==> config.mk <==
export PLATFORM = sky130hd
export DESIGN_NAME = core_ctrl_top
export DESIGN_NICKNAME = d
export VERILOG_FILES = /design/src/common/core_pkg.sv /design/src/common/set_bus_if.sv /design/src/spi/spi_clk_divider.sv /design/src/spi/spi_shift_reg.sv /design/src/spi/spi_shift_fsm.sv /design/src/design/pps_tick_timer.sv /design/src/design/pps_source_mux.sv /design/src/design/core_regs.sv /design/src/design/core_ctrl_top.sv
export SDC_FILE = /design/constraint.sdc
export NUM_CORES = 1
export LEC_CHECK = 0
export ABC_AREA = 1
export ABC_CLOCK_PERIOD_IN_PS = 2200
export BUFFER_PORTS_ARGS = -buffer_cell sky130_fd_sc_hd__buf_2
export CELL_PAD_IN_SITES_DETAIL_PLACEMENT = 0
export CELL_PAD_IN_SITES_GLOBAL_PLACEMENT = 2
export CORE_AREA = 3 3 128 254
export DETAILED_ROUTE_END_ITERATION = 10
export DIE_AREA = 0 0 131 257
export PLACE_DENSITY_LB_ADDON = 0.1
export SLEW_MARGIN = 5
export SYNTH_ARGS = -nofsm -noshare
export SYNTH_HDL_FRONTEND = slang
export SYNTH_SLANG_ARGS = --single-unit
==> constraint.sdc <==
create_clock -name radio_clk -period 2.2 [get_ports radio_clk]
set_clock_uncertainty 0.1 [all_clocks]
set_input_delay 0.55 -clock radio_clk [delete_from_list [all_inputs] [get_ports radio_clk]]
set_output_delay 0.55 -clock radio_clk [all_outputs]
set_load 0.03 [all_outputs]
==> src/common/core_pkg.sv <==
/*
 * core control package
 * settings register map, field types and readback constants
 */
package core_pkg;

    //////////////////////////////////////////////////
    // bus widths
    //////////////////////////////////////////////////
    localparam int SET_ADDR_W = 8;
    localparam int SET_DATA_W = 32;
    localparam int RB_W       = 64;
    localparam int SEN_W      = 8;
    localparam int SPI_DIV_W  = 16;

    //////////////////////////////////////////////////
    // settings addresses
    //////////////////////////////////////////////////
    localparam logic [SET_ADDR_W-1:0] SR_SPI       = 8'd8;
    localparam logic [SET_ADDR_W-1:0] SPI_DIV_OFS  = 8'd0;
    localparam logic [SET_ADDR_W-1:0] SPI_CFG_OFS  = 8'd1;
    // a write here starts a transfer
    localparam logic [SET_ADDR_W-1:0] SPI_DATA_OFS = 8'd2;
    localparam logic [SET_ADDR_W-1:0] SR_MISC      = 8'd16;
    localparam logic [SET_ADDR_W-1:0] SR_READBACK  = 8'd32;
    localparam logic [SET_ADDR_W-1:0] SR_GPSDO_ST  = 8'd40;
    localparam logic [SET_ADDR_W-1:0] SR_SYNC      = 8'd48;

    // readback constants
    localparam logic [31:0] RB_SIGNATURE = 32'hACE0BA5E;
    localparam logic [15:0] COMPAT_MAJOR = 16'h000E;
    localparam logic [15:0] COMPAT_MINOR = 16'h0000;
    localparam logic [7:0]  RADIO_STATUS = 8'h01;

    typedef enum logic [1:0] {
        RB_COMPAT = 2'd0,
        RB_SPI    = 2'd1,
        RB_STATUS = 2'd2,
        RB_LOCK   = 2'd3
    } rb_sel_t;

    typedef enum logic [1:0] {
        PPS_GPSDO = 2'd0,
        PPS_EXT   = 2'd1,
        PPS_INT   = 2'd2,
        PPS_OFF   = 2'd3
    } pps_sel_t;

    // num_bits of 0 means a full 32 bit transfer
    typedef struct packed {
        logic [5:0]       num_bits;
        logic [SEN_W-1:0] slave_sel;
    } spi_cfg_t;

    localparam logic [SEN_W-1:0] SPI_IDLE_SEN = 8'hFF;

endpackage

==> src/common/set_bus_if.sv <==
/*
 * settings bus
 * strobe, address and data to the registers, plus the SPI ready level
 */
`timescale 1ns/100ps

interface set_bus_if;

    logic                            set_stb;
    logic [core_pkg::SET_ADDR_W-1:0] set_addr;
    logic [core_pkg::SET_DATA_W-1:0] set_data;
    // high while the SPI master can take a new data word
    logic                            ready;

    modport regs (
        input set_stb,
        input set_addr,
        input set_data
    );

    modport spi (
        input  set_stb,
        input  set_addr,
        input  set_data,
        output ready
    );

endinterface

==> src/spi/spi_clk_divider.sv <==
/*
 * SPI clock divider
 * one cycle tick every divider+1 cycles, sclk half period
 */
`timescale 1ns/100ps

module spi_clk_divider (
    input  logic                           radio_clk,
    input  logic                           bus_rst,
    input  logic                           i_en,
    input  logic [core_pkg::SPI_DIV_W-1:0] i_divider,
    output logic                           o_tick
);

    logic [core_pkg::SPI_DIV_W-1:0] cnt;

    assign o_tick = i_en && (cnt == '0);

    // parked at the reload value while disabled,
    // so the first tick lands a full half period after enable
    always_ff @(posedge radio_clk) begin
        if (bus_rst) begin
            cnt <= '0;
        end else if (!i_en) begin
            cnt <= i_divider;
        end else if (cnt == '0) begin
            cnt <= i_divider;
        end else begin
            cnt <= cnt - 1'b1;
        end
    end

endmodule

==> src/spi/spi_shift_reg.sv <==
/*
 * SPI shift data path
 * MSB first MOSI shifter and MISO capture into the readback word
 */
`timescale 1ns/100ps

module spi_shift_reg (
    input  logic        radio_clk,
    input  logic        bus_rst,
    input  logic        i_load,
    input  logic [31:0] i_data,
    input  logic        i_shift,
    input  logic        i_sample,
    input  logic        i_miso,
    output logic        o_mosi,
    output logic [31:0] o_readback
);

    logic [31:0] tx_word;

    // bit 31 is on the pin from load onwards
    assign o_mosi = tx_word[31];

    always_ff @(posedge radio_clk) begin
        if (bus_rst) begin
            tx_word <= '0;
        end else if (i_load) begin
            tx_word <= i_data;
        end else if (i_shift) begin
            tx_word <= {tx_word[30:0], 1'b0};
        end
    end

    // received bits end up right aligned
    always_ff @(posedge radio_clk) begin
        if (bus_rst) begin
            o_readback <= '0;
        end else if (i_load) begin
            o_readback <= '0;
        end else if (i_sample) begin
            o_readback <= {o_readback[30:0], i_miso};
        end
    end

endmodule

==> src/spi/spi_shift_fsm.sv <==
/*
 * SPI transfer control
 * holds divider and config, sequences sclk edges, chip enables and ready
 */
`timescale 1ns/100ps

module spi_shift_fsm (
    input  logic                           radio_clk,
    input  logic                           bus_rst,
    set_bus_if.spi                         set_bus,
    input  logic                           i_tick,
    output logic                           o_div_en,
    output logic [core_pkg::SPI_DIV_W-1:0] o_divider,
    output logic                           o_load,
    output logic                           o_shift,
    output logic                           o_sample,
    output logic [core_pkg::SEN_W-1:0]     o_sen,
    output logic                           o_sclk
);

    typedef enum logic [1:0] {
        ST_IDLE,
        ST_LEAD,
        ST_CLOCKING,
        ST_TRAIL
    } state_t;

    state_t             state;
    core_pkg::spi_cfg_t cfg;
    logic [5:0]         xfer_bits;
    logic [5:0]         bit_cnt;
    logic               ready_q;
    logic               div_wr;
    logic               cfg_wr;
    logic               start;

    assign div_wr = set_bus.set_stb &&
                    (set_bus.set_addr == core_pkg::SR_SPI + core_pkg::SPI_DIV_OFS);
    assign cfg_wr = set_bus.set_stb &&
                    (set_bus.set_addr == core_pkg::SR_SPI + core_pkg::SPI_CFG_OFS);
    // data writes only count while idle
    assign start  = set_bus.set_stb && (state == ST_IDLE) &&
                    (set_bus.set_addr == core_pkg::SR_SPI + core_pkg::SPI_DATA_OFS);

    assign o_load        = start;
    assign o_div_en      = (state != ST_IDLE);
    // rising sclk samples, falling sclk shifts
    assign o_sample      = i_tick && ((state == ST_LEAD) || (state == ST_CLOCKING && !o_sclk));
    assign o_shift       = i_tick && (state == ST_CLOCKING) && o_sclk;
    assign set_bus.ready = ready_q;

    always_ff @(posedge radio_clk) begin
        if (bus_rst) begin
            o_divider <= '0;
            cfg       <= '0;
        end else begin
            if (div_wr) begin
                o_divider <= set_bus.set_data[core_pkg::SPI_DIV_W-1:0];
            end
            if (cfg_wr) begin
                cfg <= core_pkg::spi_cfg_t'(set_bus.set_data[13:0]);
            end
        end
    end

    //////////////////////////////////////////////////
    // transfer sequencing
    //////////////////////////////////////////////////
    always_ff @(posedge radio_clk) begin
        if (bus_rst) begin
            state     <= ST_IDLE;
            ready_q   <= 1'b1;
            o_sen     <= core_pkg::SPI_IDLE_SEN;
            o_sclk    <= 1'b0;
            bit_cnt   <= '0;
            xfer_bits <= '0;
        end else begin
            case (state)
                ST_IDLE: begin
                    if (start) begin
                        state     <= ST_LEAD;
                        ready_q   <= 1'b0;
                        o_sen     <= ~cfg.slave_sel;
                        bit_cnt   <= '0;
                        xfer_bits <= (cfg.num_bits == '0) ? 6'd32 : cfg.num_bits;
                    end
                end
                ST_LEAD: begin
                    // half period of setup before the first rising edge
                    if (i_tick) begin
                        state  <= ST_CLOCKING;
                        o_sclk <= 1'b1;
                    end
                end
                ST_CLOCKING: begin
                    if (i_tick) begin
                        o_sclk <= ~o_sclk;
                        if (o_sclk) begin
                            bit_cnt <= bit_cnt + 6'd1;
                            if (bit_cnt + 6'd1 == xfer_bits) begin
                                state <= ST_TRAIL;
                            end
                        end
                    end
                end
                default: begin
                    if (i_tick) begin
                        state   <= ST_IDLE;
                        ready_q <= 1'b1;
                        o_sen   <= core_pkg::SPI_IDLE_SEN;
                    end
                end
            endcase
        end
    end

endmodule

==> src/design/pps_tick_timer.sv <==
/*
 * internal PPS timer
 * one cycle pulse every PPS_PERIOD clock cycles
 */
`timescale 1ns/100ps

module pps_tick_timer #(
    parameter int PPS_PERIOD = 100000000
) (
    input  logic radio_clk,
    input  logic bus_rst,
    output logic o_pps_tick
);

    localparam int               CNT_W = $clog2(PPS_PERIOD);
    localparam logic [CNT_W-1:0] LAST  = CNT_W'(PPS_PERIOD - 1);

    logic [CNT_W-1:0] cnt;

    always_ff @(posedge radio_clk) begin
        if (bus_rst) begin
            cnt        <= '0;
            o_pps_tick <= 1'b0;
        end else begin
            o_pps_tick <= (cnt == LAST);
            if (cnt == LAST) begin
                cnt <= '0;
            end else begin
                cnt <= cnt + 1'b1;
            end
        end
    end

endmodule

==> src/design/pps_source_mux.sv <==
/*
 * PPS source select
 * two flop synchronizers on GPSDO, external and internal PPS, then a mux
 */
`timescale 1ns/100ps

module pps_source_mux (
    input  logic               radio_clk,
    input  logic               i_pps_int,
    input  logic               i_pps_ext,
    input  logic               i_pps_tick,
    input  core_pkg::pps_sel_t i_pps_sel,
    output logic               o_pps
);

    // bit 0 GPSDO (board pps_int pin), bit 1 external, bit 2 timer
    logic [2:0] pps_meta;
    logic [2:0] pps_sync;

    always_ff @(posedge radio_clk) begin
        pps_meta <= {i_pps_tick, i_pps_ext, i_pps_int};
        pps_sync <= pps_meta;
    end

    always_comb begin
        case (i_pps_sel)
            core_pkg::PPS_GPSDO: o_pps = pps_sync[0];
            core_pkg::PPS_EXT:   o_pps = pps_sync[1];
            core_pkg::PPS_INT:   o_pps = pps_sync[2];
            core_pkg::PPS_OFF:   o_pps = 1'b0;
            default:             o_pps = 1'b0;
        endcase
    end

endmodule

==> src/design/core_regs.sv <==
/*
 * core settings registers
 * misc, readback select, GPSDO status and sync registers plus the readback mux
 */
`timescale 1ns/100ps

module core_regs (
    input  logic                      radio_clk,
    input  logic                      bus_rst,
    set_bus_if.regs                   set_bus,
    input  logic [31:0]               i_spi_readback,
    input  logic [31:0]               i_rb_misc,
    input  logic [1:0]                i_lock_signals,
    output logic [31:0]               o_misc_outs,
    output core_pkg::pps_sel_t        o_pps_sel,
    output logic                      o_time_sync,
    output logic [core_pkg::RB_W-1:0] o_readback
);

    core_pkg::rb_sel_t rb_sel;
    logic [7:0]        gpsdo_st;
    logic [1:0]        lock_meta;
    logic [1:0]        lock_sync;

    //////////////////////////////////////////////////
    // setting registers
    //////////////////////////////////////////////////
    always_ff @(posedge radio_clk) begin
        if (bus_rst) begin
            o_misc_outs <= '0;
            rb_sel      <= core_pkg::RB_COMPAT;
            o_pps_sel   <= core_pkg::PPS_GPSDO;
            o_time_sync <= 1'b0;
        end else if (set_bus.set_stb) begin
            case (set_bus.set_addr)
                core_pkg::SR_MISC: begin
                    o_misc_outs <= set_bus.set_data;
                end
                core_pkg::SR_READBACK: begin
                    rb_sel <= core_pkg::rb_sel_t'(set_bus.set_data[1:0]);
                end
                core_pkg::SR_SYNC: begin
                    o_pps_sel   <= core_pkg::pps_sel_t'(set_bus.set_data[1:0]);
                    o_time_sync <= set_bus.set_data[2];
                end
                default: begin
                end
            endcase
        end
    end

    // GPSDO status survives a core reset
    always_ff @(posedge radio_clk) begin
        if (set_bus.set_stb && set_bus.set_addr == core_pkg::SR_GPSDO_ST) begin
            gpsdo_st <= set_bus.set_data[7:0];
        end
    end

    // front end lock inputs are asynchronous
    always_ff @(posedge radio_clk) begin
        if (bus_rst) begin
            lock_meta <= '0;
            lock_sync <= '0;
        end else begin
            lock_meta <= i_lock_signals;
            lock_sync <= lock_meta;
        end
    end

    //////////////////////////////////////////////////
    // readback word
    //////////////////////////////////////////////////
    always_comb begin
        case (rb_sel)
            core_pkg::RB_COMPAT: begin
                o_readback = {core_pkg::RB_SIGNATURE, core_pkg::COMPAT_MAJOR,
                              core_pkg::COMPAT_MINOR};
            end
            core_pkg::RB_SPI: begin
                o_readback = {32'h0, i_spi_readback};
            end
            core_pkg::RB_STATUS: begin
                o_readback = {16'h0, core_pkg::RADIO_STATUS, gpsdo_st, i_rb_misc};
            end
            default: begin
                o_readback = {62'h0, lock_sync};
            end
        endcase
    end

endmodule

==> src/design/core_ctrl_top.sv <==
/*
 * core control plane top
 * settings bus, readback, PPS selection and SPI master on radio_clk
 */
`timescale 1ns/100ps

module core_ctrl_top #(
    parameter int PPS_PERIOD = 100000000
) (
    input  logic                            radio_clk,
    input  logic                            bus_rst,
    // settings bus
    input  logic                            i_set_stb,
    input  logic [core_pkg::SET_ADDR_W-1:0] i_set_addr,
    input  logic [core_pkg::SET_DATA_W-1:0] i_set_data,
    // readback and status
    output logic                            o_ready,
    output logic [core_pkg::RB_W-1:0]       o_readback,
    input  logic [31:0]                     i_rb_misc,
    output logic [31:0]                     o_misc_outs,
    input  logic [1:0]                      i_lock_signals,
    // timing
    input  logic                            i_pps_int,
    input  logic                            i_pps_ext,
    output logic                            o_pps,
    output logic                            o_time_sync,
    // SPI pins
    output logic [core_pkg::SEN_W-1:0]      o_sen,
    output logic                            o_sclk,
    output logic                            o_mosi,
    input  logic                            i_miso
);

    set_bus_if set_bus ();

    logic [31:0]                    spi_readback;
    core_pkg::pps_sel_t             pps_sel;
    logic                           pps_tick;
    logic                           div_en;
    logic                           div_tick;
    logic [core_pkg::SPI_DIV_W-1:0] divider;
    logic                           spi_load;
    logic                           spi_shift;
    logic                           spi_sample;

    assign set_bus.set_stb  = i_set_stb;
    assign set_bus.set_addr = i_set_addr;
    assign set_bus.set_data = i_set_data;
    assign o_ready          = set_bus.ready;

    core_regs u_core_regs (
        .radio_clk(radio_clk), .bus_rst(bus_rst), .set_bus(set_bus.regs),
        .i_spi_readback(spi_readback), .i_rb_misc(i_rb_misc),
        .i_lock_signals(i_lock_signals), .o_misc_outs(o_misc_outs),
        .o_pps_sel(pps_sel), .o_time_sync(o_time_sync), .o_readback(o_readback)
    );

    //////////////////////////////////////////////////
    // PPS
    //////////////////////////////////////////////////
    pps_tick_timer #(.PPS_PERIOD(PPS_PERIOD)) u_pps_timer (
        .radio_clk(radio_clk), .bus_rst(bus_rst), .o_pps_tick(pps_tick)
    );

    pps_source_mux u_pps_mux (
        .radio_clk(radio_clk), .i_pps_int(i_pps_int), .i_pps_ext(i_pps_ext),
        .i_pps_tick(pps_tick), .i_pps_sel(pps_sel), .o_pps(o_pps)
    );

    //////////////////////////////////////////////////
    // SPI master
    //////////////////////////////////////////////////
    spi_shift_fsm u_spi_fsm (
        .radio_clk(radio_clk), .bus_rst(bus_rst), .set_bus(set_bus.spi),
        .i_tick(div_tick), .o_div_en(div_en), .o_divider(divider),
        .o_load(spi_load), .o_shift(spi_shift), .o_sample(spi_sample),
        .o_sen(o_sen), .o_sclk(o_sclk)
    );

    spi_clk_divider u_spi_div (
        .radio_clk(radio_clk), .bus_rst(bus_rst), .i_en(div_en),
        .i_divider(divider), .o_tick(div_tick)
    );

    spi_shift_reg u_spi_shift (
        .radio_clk(radio_clk), .bus_rst(bus_rst), .i_load(spi_load),
        .i_data(i_set_data), .i_shift(spi_shift), .i_sample(spi_sample),
        .i_miso(i_miso), .o_mosi(o_mosi), .o_readback(spi_readback)
    );

endmodule

==> results.sh, run 1 <==
export IMPL_violations="setup timing"
export IMPL_seq_area_frac_synth_pct=46.54
export IMPL_r2r_start="u_spi_div.cnt[0]"
export IMPL_post_drt_wl_per_cell_microns=16.46
export IMPL_final_util_pct=37.82
export IMPL_hold_path_depth=1
export IMPL_syn_inst=1249
export IMPL_synth_top_cell_area_share_pct=44.01
export IMPL_synth_common_cells="284 x nand2_1, 209 x dfxtp_1, 160 x a21oi_1"
export IMPL_yosys_warnings=0
export IMPL_avgSynthCellArea_sq_um=7.611
export IMPL_grt_setup_unrepaired="true"
export IMPL_crit_fanout=34
export IMPL_hold_class="in -> reg"
export IMPL_core_area_sq_um=30860
export IMPL_clock_latency_ps=520
export IMPL_drtAntennaViolNets=0
export IMPL_async_flop_share_pct=0
export IMPL_worstHoldEndpoint="u_pps_mux.pps_meta[1]"
export IMPL_initial_utilization_pct=30.81
export IMPL_max_freq_mhz=436.8
export IMPL_synth_most_common_cell="nand2_1"
export IMPL_grtUsageTotal_pct=17.65
export IMPL_insertedDiodeCount=0
export IMPL_grt_max_degree=65
export IMPL_synthFlopType="dfxtp_1"
export IMPL_fin_ws_ps=-89.36
export IMPL_ys_seq_elements=217
export IMPL_viasPerCell=4.652
export IMPL_pin_count=189
export IMPL_rr_worst_depth=11
export IMPL_fin_crit_ps=2289
export IMPL_r2r_slack_ps=180
export IMPL_cp_slowest_stage_delay_ps=370
export IMPL_cts_root_buffer="clkbuf_16"
export IMPL_cts_hold_buf=0
export IMPL_dr_pass1_iters=5
export IMPL_cts_setup_buffers=0
export IMPL_num_vias=8564
export IMPL_rows=91
export IMPL_cp_slowest_cell="dfxtp_4"
export IMPL_r2r_end="u_spi_shift.tx_word[8]"
export IMPL_crit_chain="inv_2 -> nor2_2 -> buf_12 -> inv_1 -> nor2_1 -> buf_4"
export IMPL_cts_buffers=22
export IMPL_critical_path_class="reg -> out"
export IMPL_drive_above_1_share_pct=20.73
export IMPL_cp_required_ps=1550
export IMPL_max_cap_viol_count=0
export IMPL_hp_start="i_pps_ext"
export IMPL_cts_num_sinks=217
export IMPL_drv_slew=0
export IMPL_period_share_pct=104.1
export IMPL_cts_buffer_depth=3
export IMPL_fill_cells=3305
export IMPL_crit_path_start_kind="register"
export IMPL_slew_headroom_pct=61.22
export IMPL_mappedNetlistArea_sq_um=9507
export IMPL_hold_ws_ps=34.31
export IMPL_clkTransAtPathRegs_ps=60
export IMPL_cts_tree="done"
export IMPL_area_growth_pct=22.77
export IMPL_hold_violations=0
export IMPL_tightest_slew_ps=581.6
export IMPL_nNetsFinal=1496
export IMPL_drcViolationCount=0
export IMPL_synth_largest_area_cell="dfxtp_1"
export IMPL_synthTopCellsByArea="dfxtp_1 44%, nand2_1 11%, a21oi_1 8.4%, o21ai_0 6.6%, inv_1 4.3%"
export IMPL_cts_max_level=1
export IMPL_peakVddDrop_v=0.0005796
export IMPL_die_h_microns=257
export IMPL_dieArea_sq_um=33670
export IMPL_synth_edf_count=8
export IMPL_wl_mm=30.30
export IMPL_synthDistinctLibCells=45
export IMPL_antenna_found_initial=0
export IMPL_die_x_microns=131
export IMPL_grt_pass1_vias=8440
export IMPL_grt_first_pass_wirelength_mm=46.48
export IMPL_drtIter0Drc=329
export IMPL_endpoint_kind="output port"
export IMPL_p_per_area_nw_per_um2=961.9
export IMPL_status="finished, violations left"
export IMPL_leakagePower_nw=4.841
export IMPL_cp_top_family="buffers and inverters"
export IMPL_arrival_ps=1640
export IMPL_setup_viol_count_final=35
export IMPL_gp_congestion=0.8281
export IMPL_cp_num_buf_inv=4
export IMPL_grt_overflow=0
export IMPL_hpwl_mm=22.85
export IMPL_port_buffers=177
==> layout by cell type, fill, tap and decap left out, types with 4 or more instances in the layout <==
cell / Yosys / routed
ha_1: 7 / 7
buf_12: 0 / 9
or2_2: 4 / 4
a21oi_1: 160 / 160
nor3_1: 15 / 15
o21ai_1: 7 / 7
o21ai_0: 126 / 126
inv_2: 9 / 10
clkinv_2: 0 / 5
xor2_1: 6 / 6
a22o_1: 27 / 27
nand3_1: 38 / 38
nor2_1: 71 / 68
a31oi_1: 9 / 9
o211ai_1: 8 / 8
inv_1: 108 / 105
nand2_1: 284 / 284
nand4_1: 11 / 11
nand2_2: 5 / 5
buf_6: 8 / 13
xnor2_1: 8 / 8
clkbuf_16: 0 / 23
nor2_2: 10 / 13
nor4_1: 6 / 6
dfxtp_1: 209 / 207
buf_2: 19 / 142
conb_1: 1 / 11
clkbuf_1: 26 / 4
nor2_4: 4 / 4
clkbuf_8: 0 / 6
buf_4: 25 / 45
edfxtp_1: 8 / 8
==> state kept, by name, indices dropped and copies added (netlist names), 8 cells and up <==
register                 flops
u_spi_shift.tx_word         32
u_spi_fsm.o_divider         16
u_core_regs.gpsdo_st         8
u_core_regs.o_misc_outs     32
u_spi_div.cnt               16
u_spi_shift.o_readback      32
u_pps_timer.cnt             27
u_spi_fsm.o_sen              8
u_spi_fsm.cfg               14
==> worst reg2reg max path: cells and delay by family (launching register included) <==
kind,cells,cell delay [ps]
buffers and inverters,3,460
AOI/OAI and AO/OA,1,150
adders and majority gates,1,190
and+or+nand+nor,6,690
DFF,1,340
==> area by class of cell <==
cell class	count	area [sq um]	share of cell area, %
Timing Repair Buffer	209	1375	11.78
Clock inverter	5	25.02	0.2144
Tap cell	418	523.0	4.481
Inverter	118	450.4	3.859
Clock buffer	33	673.1	5.768
Sequential cell	217	4432	37.97
Multi-Input combinational cell	841	4193	35.92
==> per-stage QoR <==
stage               power [mW]  std cells  instance area [sq um]  setup TNS [ps]  setup WS, ps
floorplan                6.594       1259                   9548          -7.960        -2.653
global placement         7.717       1803                  10820               0         102.0
detailed placement       7.685       1803                  10820               0         75.49
CTS                      11.46       1841                  11650           -3158        -130.1
global route             11.96       1841                  11670           -5973        -181.0
finish                   11.23       1841                  11670           -1287        -89.36
==> worst max path at each step <==
stage	slack (ps)	from	depth (start not counted)	endpoint
final	-90	u_core_regs.rb_sel[1]	6	o_readback[37]
after floorplan	-3	u_core_regs.rb_sel[1]	5	o_readback[32]
after global placement	100	i_set_addr[7]	9	u_spi_shift.o_readback[25]
after detailed placement	80	i_set_addr[7]	9	u_spi_shift.tx_word[9]
after CTS	-130	u_core_regs.rb_sel[0]	5	o_readback[18]
after global routing	-180	u_core_regs.rb_sel[1]	6	o_readback[32]
==> what timing repair did <==
| item | in CTS | in global routing |
|---|---|---|
| gates resized for setup | 52 | 6 |
| setup endpoints to repair | 53 | 85 |
| pin swaps | 1 | 0 |
==> layer usage <==
layer	track usage, %	vias to the layer above	share of wire, %
li1	-	4412	-
met1	17.37	3884	35
met2	35.20	212	57
met3	2.742	56	4.5
met4	6.579	0	3.5
met5	0	-	0
==> report_power, final <==
group / switching, mW / internal, mW / total (mW)
clock network: 1.57 / 2.10 / 3.68
registers: 0.161 / 4.13 / 4.29
logic: 2.10 / 1.15 / 3.26
total: 3.84 / 7.39 / 11.2
==> cell families after synthesis <==
kind of cell    after synthesis  synth area share [%]
other cells                   1               0.03945
simple gates                463                 21.44
fa+ha+maj                     7                0.9213
xor+xnor                     14                 1.290
buf+inv                     201                 9.831
compound gates              346                 19.94
flops                       217                 46.54
No activity file was read; power rests on OpenSTA's default activity.
==> inputs of run 2 (changes only) <==
--- a/config.mk
+++ b/config.mk
@@ -8,12 +8,14 @@
 export ABC_AREA = 1
 export ABC_CLOCK_PERIOD_IN_PS = 2200
 export BUFFER_PORTS_ARGS = -buffer_cell sky130_fd_sc_hd__buf_2
-export CELL_PAD_IN_SITES_DETAIL_PLACEMENT = 0
-export CELL_PAD_IN_SITES_GLOBAL_PLACEMENT = 2
-export CORE_AREA = 3 3 128 254
+export CAP_MARGIN = 10
+export CELL_PAD_IN_SITES_DETAIL_PLACEMENT = 1
+export CELL_PAD_IN_SITES_GLOBAL_PLACEMENT = 1
+export CORE_AREA = 3 3 114 225
 export DETAILED_ROUTE_END_ITERATION = 10
-export DIE_AREA = 0 0 131 257
+export DIE_AREA = 0 0 117 228
 export PLACE_DENSITY_LB_ADDON = 0.1
+export REMOVE_ABC_BUFFERS = 1
 export SLEW_MARGIN = 5
 export SYNTH_ARGS = -nofsm -noshare
 export SYNTH_HDL_FRONTEND = slang
==> run 2 against run 1 <==
Against the previous run: the run still ends with setup timing left; clock-buffer cell count fell by 7; die area fell by 21%; register-to-register slack gained 60 ps; non-clock buffer count is 1 higher; fmax fell by 0.79%; setup slack got worse by 18 ps; global-route usage increased by 3.1 points; combinational power decreased by 6.1%; first-iteration DRC count grew 25%; largest cell class unchanged; final area increased by 1.6%; critical endpoint is now o_readback[18].
==> results.sh, run 2 (synthesized netlist as in run 1, its figures left out) <==
export IMPL_status="finished, violations left"
export IMPL_violations="setup timing"
export IMPL_crit_path_start_kind="register"
export IMPL_placed_cells=1665
export IMPL_crit_fanout=16
export IMPL_grt_max_degree=68
export IMPL_dr_pass1_iters=4
export IMPL_cts_buffer_depth=3
export IMPL_grt_overflow=0
export IMPL_max_freq_mhz=433.4
export IMPL_wl_met1_mm=9.830
export IMPL_antenna_found_initial=1
export IMPL_wl_met2_mm=15.90
export IMPL_cp_slowest_stage_delay_ps=360
export IMPL_hold_class="in -> reg"
export IMPL_port_buffers=177
export IMPL_largestRegisters="u_core_regs.o_misc_outs (32), u_spi_shift.o_readback (32), u_spi_shift.tx_word (32)"
export IMPL_arrival_ps=1660
export IMPL_drive_above_1_share_pct=21.43
export IMPL_fill_cells=2989
export IMPL_cts_max_level=1
export IMPL_max_cap_viol_count=0
export IMPL_ff_latch_area_sq_um=4432
export IMPL_cp_slowest_cell="dfxtp_4"
export IMPL_viasPerCell=5.164
export IMPL_critical_path_most_common_cell="buf_6"
export IMPL_drtAntennaViolNets=0
export IMPL_fin_tns_setup_ps=-2758
export IMPL_multi_input_area_sq_um=4240
export IMPL_place_area_sq_um=10650
export IMPL_fin_crit_ps=2307
export IMPL_cts_buffers=21
export IMPL_clock_latency_ps=510
export IMPL_hold_violations=0
export IMPL_rows=80
export IMPL_core_area_sq_um=24020
export IMPL_stdcell_area_sq_um=11860
export IMPL_leakagePower_nw=4.962
export IMPL_p_clk_share_pct=33.7
export IMPL_initial_utilization_pct=39.57
export IMPL_drv_slew=0
export IMPL_r2r_slack_ps=240
export IMPL_grt_setup_unrepaired="true"
export IMPL_die_x_microns=117
export IMPL_fin_ws_ps=-107.5
export IMPL_clkTransAtPathRegs_ps=70
export IMPL_cts_num_sinks=217
export IMPL_switching_share_pct=33.22
export IMPL_slew_headroom_pct=62.78
export IMPL_critical_path_class="reg -> out"
export IMPL_endpoint_kind="output port"
export IMPL_pin_count=189
export IMPL_setup_viol_count_final=41
export IMPL_period_share_pct=104.9
export IMPL_grtUsageTotal_pct=20.74
export IMPL_grt_first_pass_wirelength_mm=45.06
export IMPL_area_growth_pct=24.70
export IMPL_wl_mm=27.88
export IMPL_hpwl_mm=20.15
export IMPL_drcViolationCount=0
export IMPL_dr_wl_met3_microns=932
export IMPL_pre_cts_ws_ps=108.7
export IMPL_dieArea_sq_um=26680
export IMPL_final_cell_mix="284 x nand2_1, 207 x dfxtp_1, 160 x a21oi_1"
export IMPL_top_layer_used="met4"
export IMPL_num_vias=8835
export IMPL_p_per_area_nw_per_um2=934.5
export IMPL_gp_congestion=0.8453
export IMPL_post_drt_wl_per_cell_microns=16.30
export IMPL_layout_commonest_cell="nand2_1"
export IMPL_peakVddDrop_v=0.0007025
export IMPL_layout_cells_non_filler=1711
export IMPL_drtIter0Drc=410
export IMPL_p_int_mw=7.398
export IMPL_p_switching_mw=3.681
export IMPL_cts_tree="done"
export IMPL_die_h_microns=228
export IMPL_tightest_slew_ps=558.4
export IMPL_crit_chain="buf_6 -> nor2_4 -> clkbuf_16 -> a221o_1 -> buf_6"
export IMPL_cts_root_buffer="clkbuf_16"
export IMPL_p_seq_share_pct=38.7
export IMPL_cp_required_ps=1550
export IMPL_nNetsFinal=1496
export IMPL_combPwrFrac_pct=27.6
export IMPL_grt_pass1_vias=9273
export IMPL_final_util_pct=49.35
-- run 2: changes by cell type in the layout (fill, tap and decap cells not counted), moves of 3 or more --
cell        delta
nor2_2         -3
nor2_4         +6
clkbuf_8       -5
nor2_1         -3
buf_4         -23
clkinv_4       +3
buf_2         -17
buf_12         +4
buf_6         +34
clkinvlp_4     +3
-- run 2: critical path, delay by kind of cell (launching register included) --
kind / cells / cell delay [ps]
flops: 1 / 360
buf+inv: 3 / 430
simple gates: 1 / 60
compound gates: 1 / 300
-- run 2: layout make-up --
class                   instances  area share, %
diodes                          1        0.02111
clock buffers                  26          5.034
clock inverters                11          1.045
inverters                     118          3.884
multi-input cells             841          35.77
flip-flops and latches        217          37.38
well taps                     287          3.029
repair buffers                210          13.84
-- run 2: path summary, 6_finish.rpt --
kind | start | end | cells after the start
worst max-delay path | u_core_regs.rb_sel[1] | o_readback[18] | 5
worst min-delay path | i_pps_int | u_pps_mux.pps_meta[0] | 1
worst max register to register | u_spi_fsm.bit_cnt[0] | u_spi_fsm.state[1] | 12
worst min register to register | u_pps_timer.o_pps_tick | u_pps_mux.pps_meta[2] | 0
-- run 2: stage by stage --
stage               power, mW  hold slack [ps]
floorplan               6.499            209.6
global placement        7.408            211.5
global route            11.83            24.71
CTS                     11.27            22.99
detailed placement      7.469            214.7
finish                  11.08            47.37
-- run 2: power groups by stage --
stage	clock network, mW	logic [mW]	registers [mW]
detailed placement	0	3.09	4.38
floorplan	0	2.10	4.40
global route	4.03	3.48	4.32
global placement	0	3.04	4.37
CTS	3.86	3.12	4.29
finish	3.74	3.06	4.29
-- run 2: what timing repair did --
| item | 4_1_cts | 5_1_grt |
|---|---|---|
| gates resized for setup | 89 | 58 |
| cloned | 2 | 1 |
| buffers inserted | 2 | 3 |
| endpoints found under the hold margin | 0 | 0 |
| pin swaps | 2 | 2 |
| endpoints found under the setup margin | 53 | 55 |
| hold buffers | 0 | 0 |
-- run 2: routing by layer --
metal	track usage [%]	up-vias
li1	-	4405
met1	20.53	4187
met2	40.91	175
met3	2.202	68
met4	9.437	0
met5	0	-
==> inputs of run 3 (changes only) <==
--- a/config.mk
+++ b/config.mk
@@ -15,6 +15,7 @@
 export DETAILED_ROUTE_END_ITERATION = 10
 export DIE_AREA = 0 0 117 228
 export PLACE_DENSITY_LB_ADDON = 0.1
+export RECOVER_POWER = 100
 export REMOVE_ABC_BUFFERS = 1
 export SLEW_MARGIN = 5
 export SYNTH_ARGS = -nofsm -noshare
==> run 3 against run 2 <==
Against the previous run: the flow still finishes with violations (setup timing); clock-buffer cell count is the same; fmax is essentially flat; setup slack is essentially flat; global-route usage is the same; final area shrank 1.8%; power shrank 1.2%; combinational power shrank 5%; core utilization shrank 0.89 points; flip-flop and latch count is the same; via count grew 0.19%; highest routed layer unchanged; wire length is essentially flat; first-iteration DRC count shrank 5.9%.
==> results.sh, run 3 (synthesized netlist as in run 1, its figures left out) <==
export IMPL_crit_path_start_kind="register"
export IMPL_core_area_sq_um=24020
export IMPL_cts_buffers=21
export IMPL_fin_ws_ps=-107.2
export IMPL_rows=80
export IMPL_max_freq_mhz=433.4
export IMPL_grt_max_degree=68
export IMPL_fin_crit_ps=2307
export IMPL_crit_fanout=16
export IMPL_cp_required_ps=1550
export IMPL_dieArea_sq_um=26680
export IMPL_p_per_area_nw_per_um2=939.8
export IMPL_post_drt_wl_per_cell_microns=16.31
export IMPL_area_growth_pct=22.47
export IMPL_cts_num_sinks=217
export IMPL_violations="setup timing"
export IMPL_period_share_pct=104.9
export IMPL_stdcell_area_sq_um=11640
export IMPL_setup_viol_count_final=35
export IMPL_cts_buffer_depth=3
export IMPL_status="finished, violations left"
export IMPL_hold_class="in -> reg"
export IMPL_peakVddDrop_v=0.0007005
export IMPL_drv_slew=0
export IMPL_grtUsageTotal_pct=20.74
export IMPL_port_buffers=177
export IMPL_antenna_found_initial=1
export IMPL_drcViolationCount=0
export IMPL_pin_count=189
export IMPL_nNetsFinal=1496
export IMPL_final_util_pct=48.46
export IMPL_cts_root_buffer="clkbuf_16"
export IMPL_grt_overflow=0
export IMPL_cts_max_level=1
export IMPL_leakagePower_nw=4.716
export IMPL_cts_hold_buf=0
export IMPL_die_x_microns=117
export IMPL_endpoint_kind="output port"
export IMPL_place_area_sq_um=10650
export IMPL_grt_setup_unrepaired="true"
export IMPL_cts_tree="done"
export IMPL_hpwl_mm=20.15
export IMPL_tightest_slew_ps=1070
export IMPL_clock_latency_ps=510
export IMPL_ff_latch_area_sq_um=4432
export IMPL_layout_commonest_cell="nand2_1"
export IMPL_num_vias=8852
export IMPL_initial_utilization_pct=39.57
export IMPL_drive_above_1_share_pct=16.73
export IMPL_viasPerCell=5.174
export IMPL_clkTransAtPathRegs_ps=70
export IMPL_grt_pass1_vias=9273
export IMPL_largestRegisters="u_core_regs.o_misc_outs (32), u_spi_shift.o_readback (32), u_spi_shift.tx_word (32)"
export IMPL_grt_first_pass_wirelength_mm=45.06
export IMPL_drtAntennaViolNets=0
export IMPL_critical_path_class="reg -> out"
export IMPL_slew_headroom_pct=28.65
export IMPL_gp_congestion=0.8453
export IMPL_multi_input_area_sq_um=4185
export IMPL_final_cell_mix="286 x nand2_1, 207 x dfxtp_1, 160 x a21oi_1"
export IMPL_arrival_ps=1660
export IMPL_drtIter0Drc=386
export IMPL_dr_pass1_iters=6
export IMPL_hold_violations=0
export IMPL_wl_mm=27.90
export IMPL_pre_cts_ws_ps=108.7
export IMPL_fill_cells=3034
export IMPL_die_h_microns=228
export IMPL_max_cap_viol_count=0
==> run 3: cell count changes in the layout (fill, tap and decap cells not counted), moves of 2 or more <==
cell and delta:
nand2_4 -2, nor3_1 +2, buf_2 -54, clkbuf_2 +6, buf_12 -6, nand2_1 +2, nor2_2 -3, clkbuf_1 +54
inv_2 -3, nor2_1 +4, clkinv_1 +2
==> run 3: worst paths after layout <==
check	from	end	slack, ps	cells after the start
hold reg to reg	u_pps_timer.o_pps_tick	u_pps_mux.pps_meta[2]	230	0
setup reg to reg	u_pps_timer.cnt[0]	u_pps_timer.cnt[13]	70	9
setup / recovery	u_core_regs.rb_sel[1]	o_readback[18]	-110	5
hold / removal	i_pps_int	u_pps_mux.pps_meta[0]	50	1
==> run 3: area by class of cell <==
| class | count | share of cell area, % |
|---|---|---|
| Sequential cell | 217 | 38.07 |
| Multi-Input combinational cell | 841 | 35.95 |
| Timing Repair Buffer | 210 | 12.74 |
| Clock buffer | 26 | 5.126 |
| Inverter | 118 | 3.955 |
| Tap cell | 287 | 3.084 |
| Clock inverter | 11 | 1.064 |
| Antenna cell | 1 | 0.02149 |
==> run 3: worst max-delay path: stages, from the launching register on <==
cell and delay (ps):
dfxtp_4 360, buf_6 120, nor2_4 60, clkbuf_16 170, a221o_1 300, buf_6 140
==> run 3: report_power, final <==
part / switching [mW] / total, mW / internal [mW]
Clock: 1.56 / 3.74 / 2.18
Combinational: 1.92 / 2.92 / 0.998
Sequential: 0.158 / 4.29 / 4.13
Total: 3.63 / 10.9 / 7.31
==> run 3: layer usage <==
layer	share of wire (%)	global-route usage, %	vias to the layer above
met2	57	40.91	172
met3	3.2	2.202	72
met1	36	20.53	4203
met5	0	0	-
met4	4.5	9.437	0
li1	-	-	4405
==> run 3: metrics by stage <==
step | cells | power, mW | hold slack [ps] | setup TNS (ps)
global placement | 1665 | 7.408 | 211.5 | 0
global route | 1711 | 11.69 | 24.71 | -11030
finish | 1711 | 10.94 | 46.81 | -2707
floorplan | 1176 | 6.499 | 209.6 | -120340
detailed placement | 1665 | 7.469 | 214.7 | 0
CTS | 1706 | 11.27 | 22.99 | -6377
==> run 3: repair_timing <==
| item | in CTS | in global routing |
|---|---|---|
| gates resized for setup | 89 | 58 |
| pin swaps | 2 | 2 |
| setup buffers | 2 | 3 |
| gates cloned | 2 | 1 |
| endpoints found under the hold margin | 0 | 0 |
| endpoints found under the setup margin | 53 | 55 |
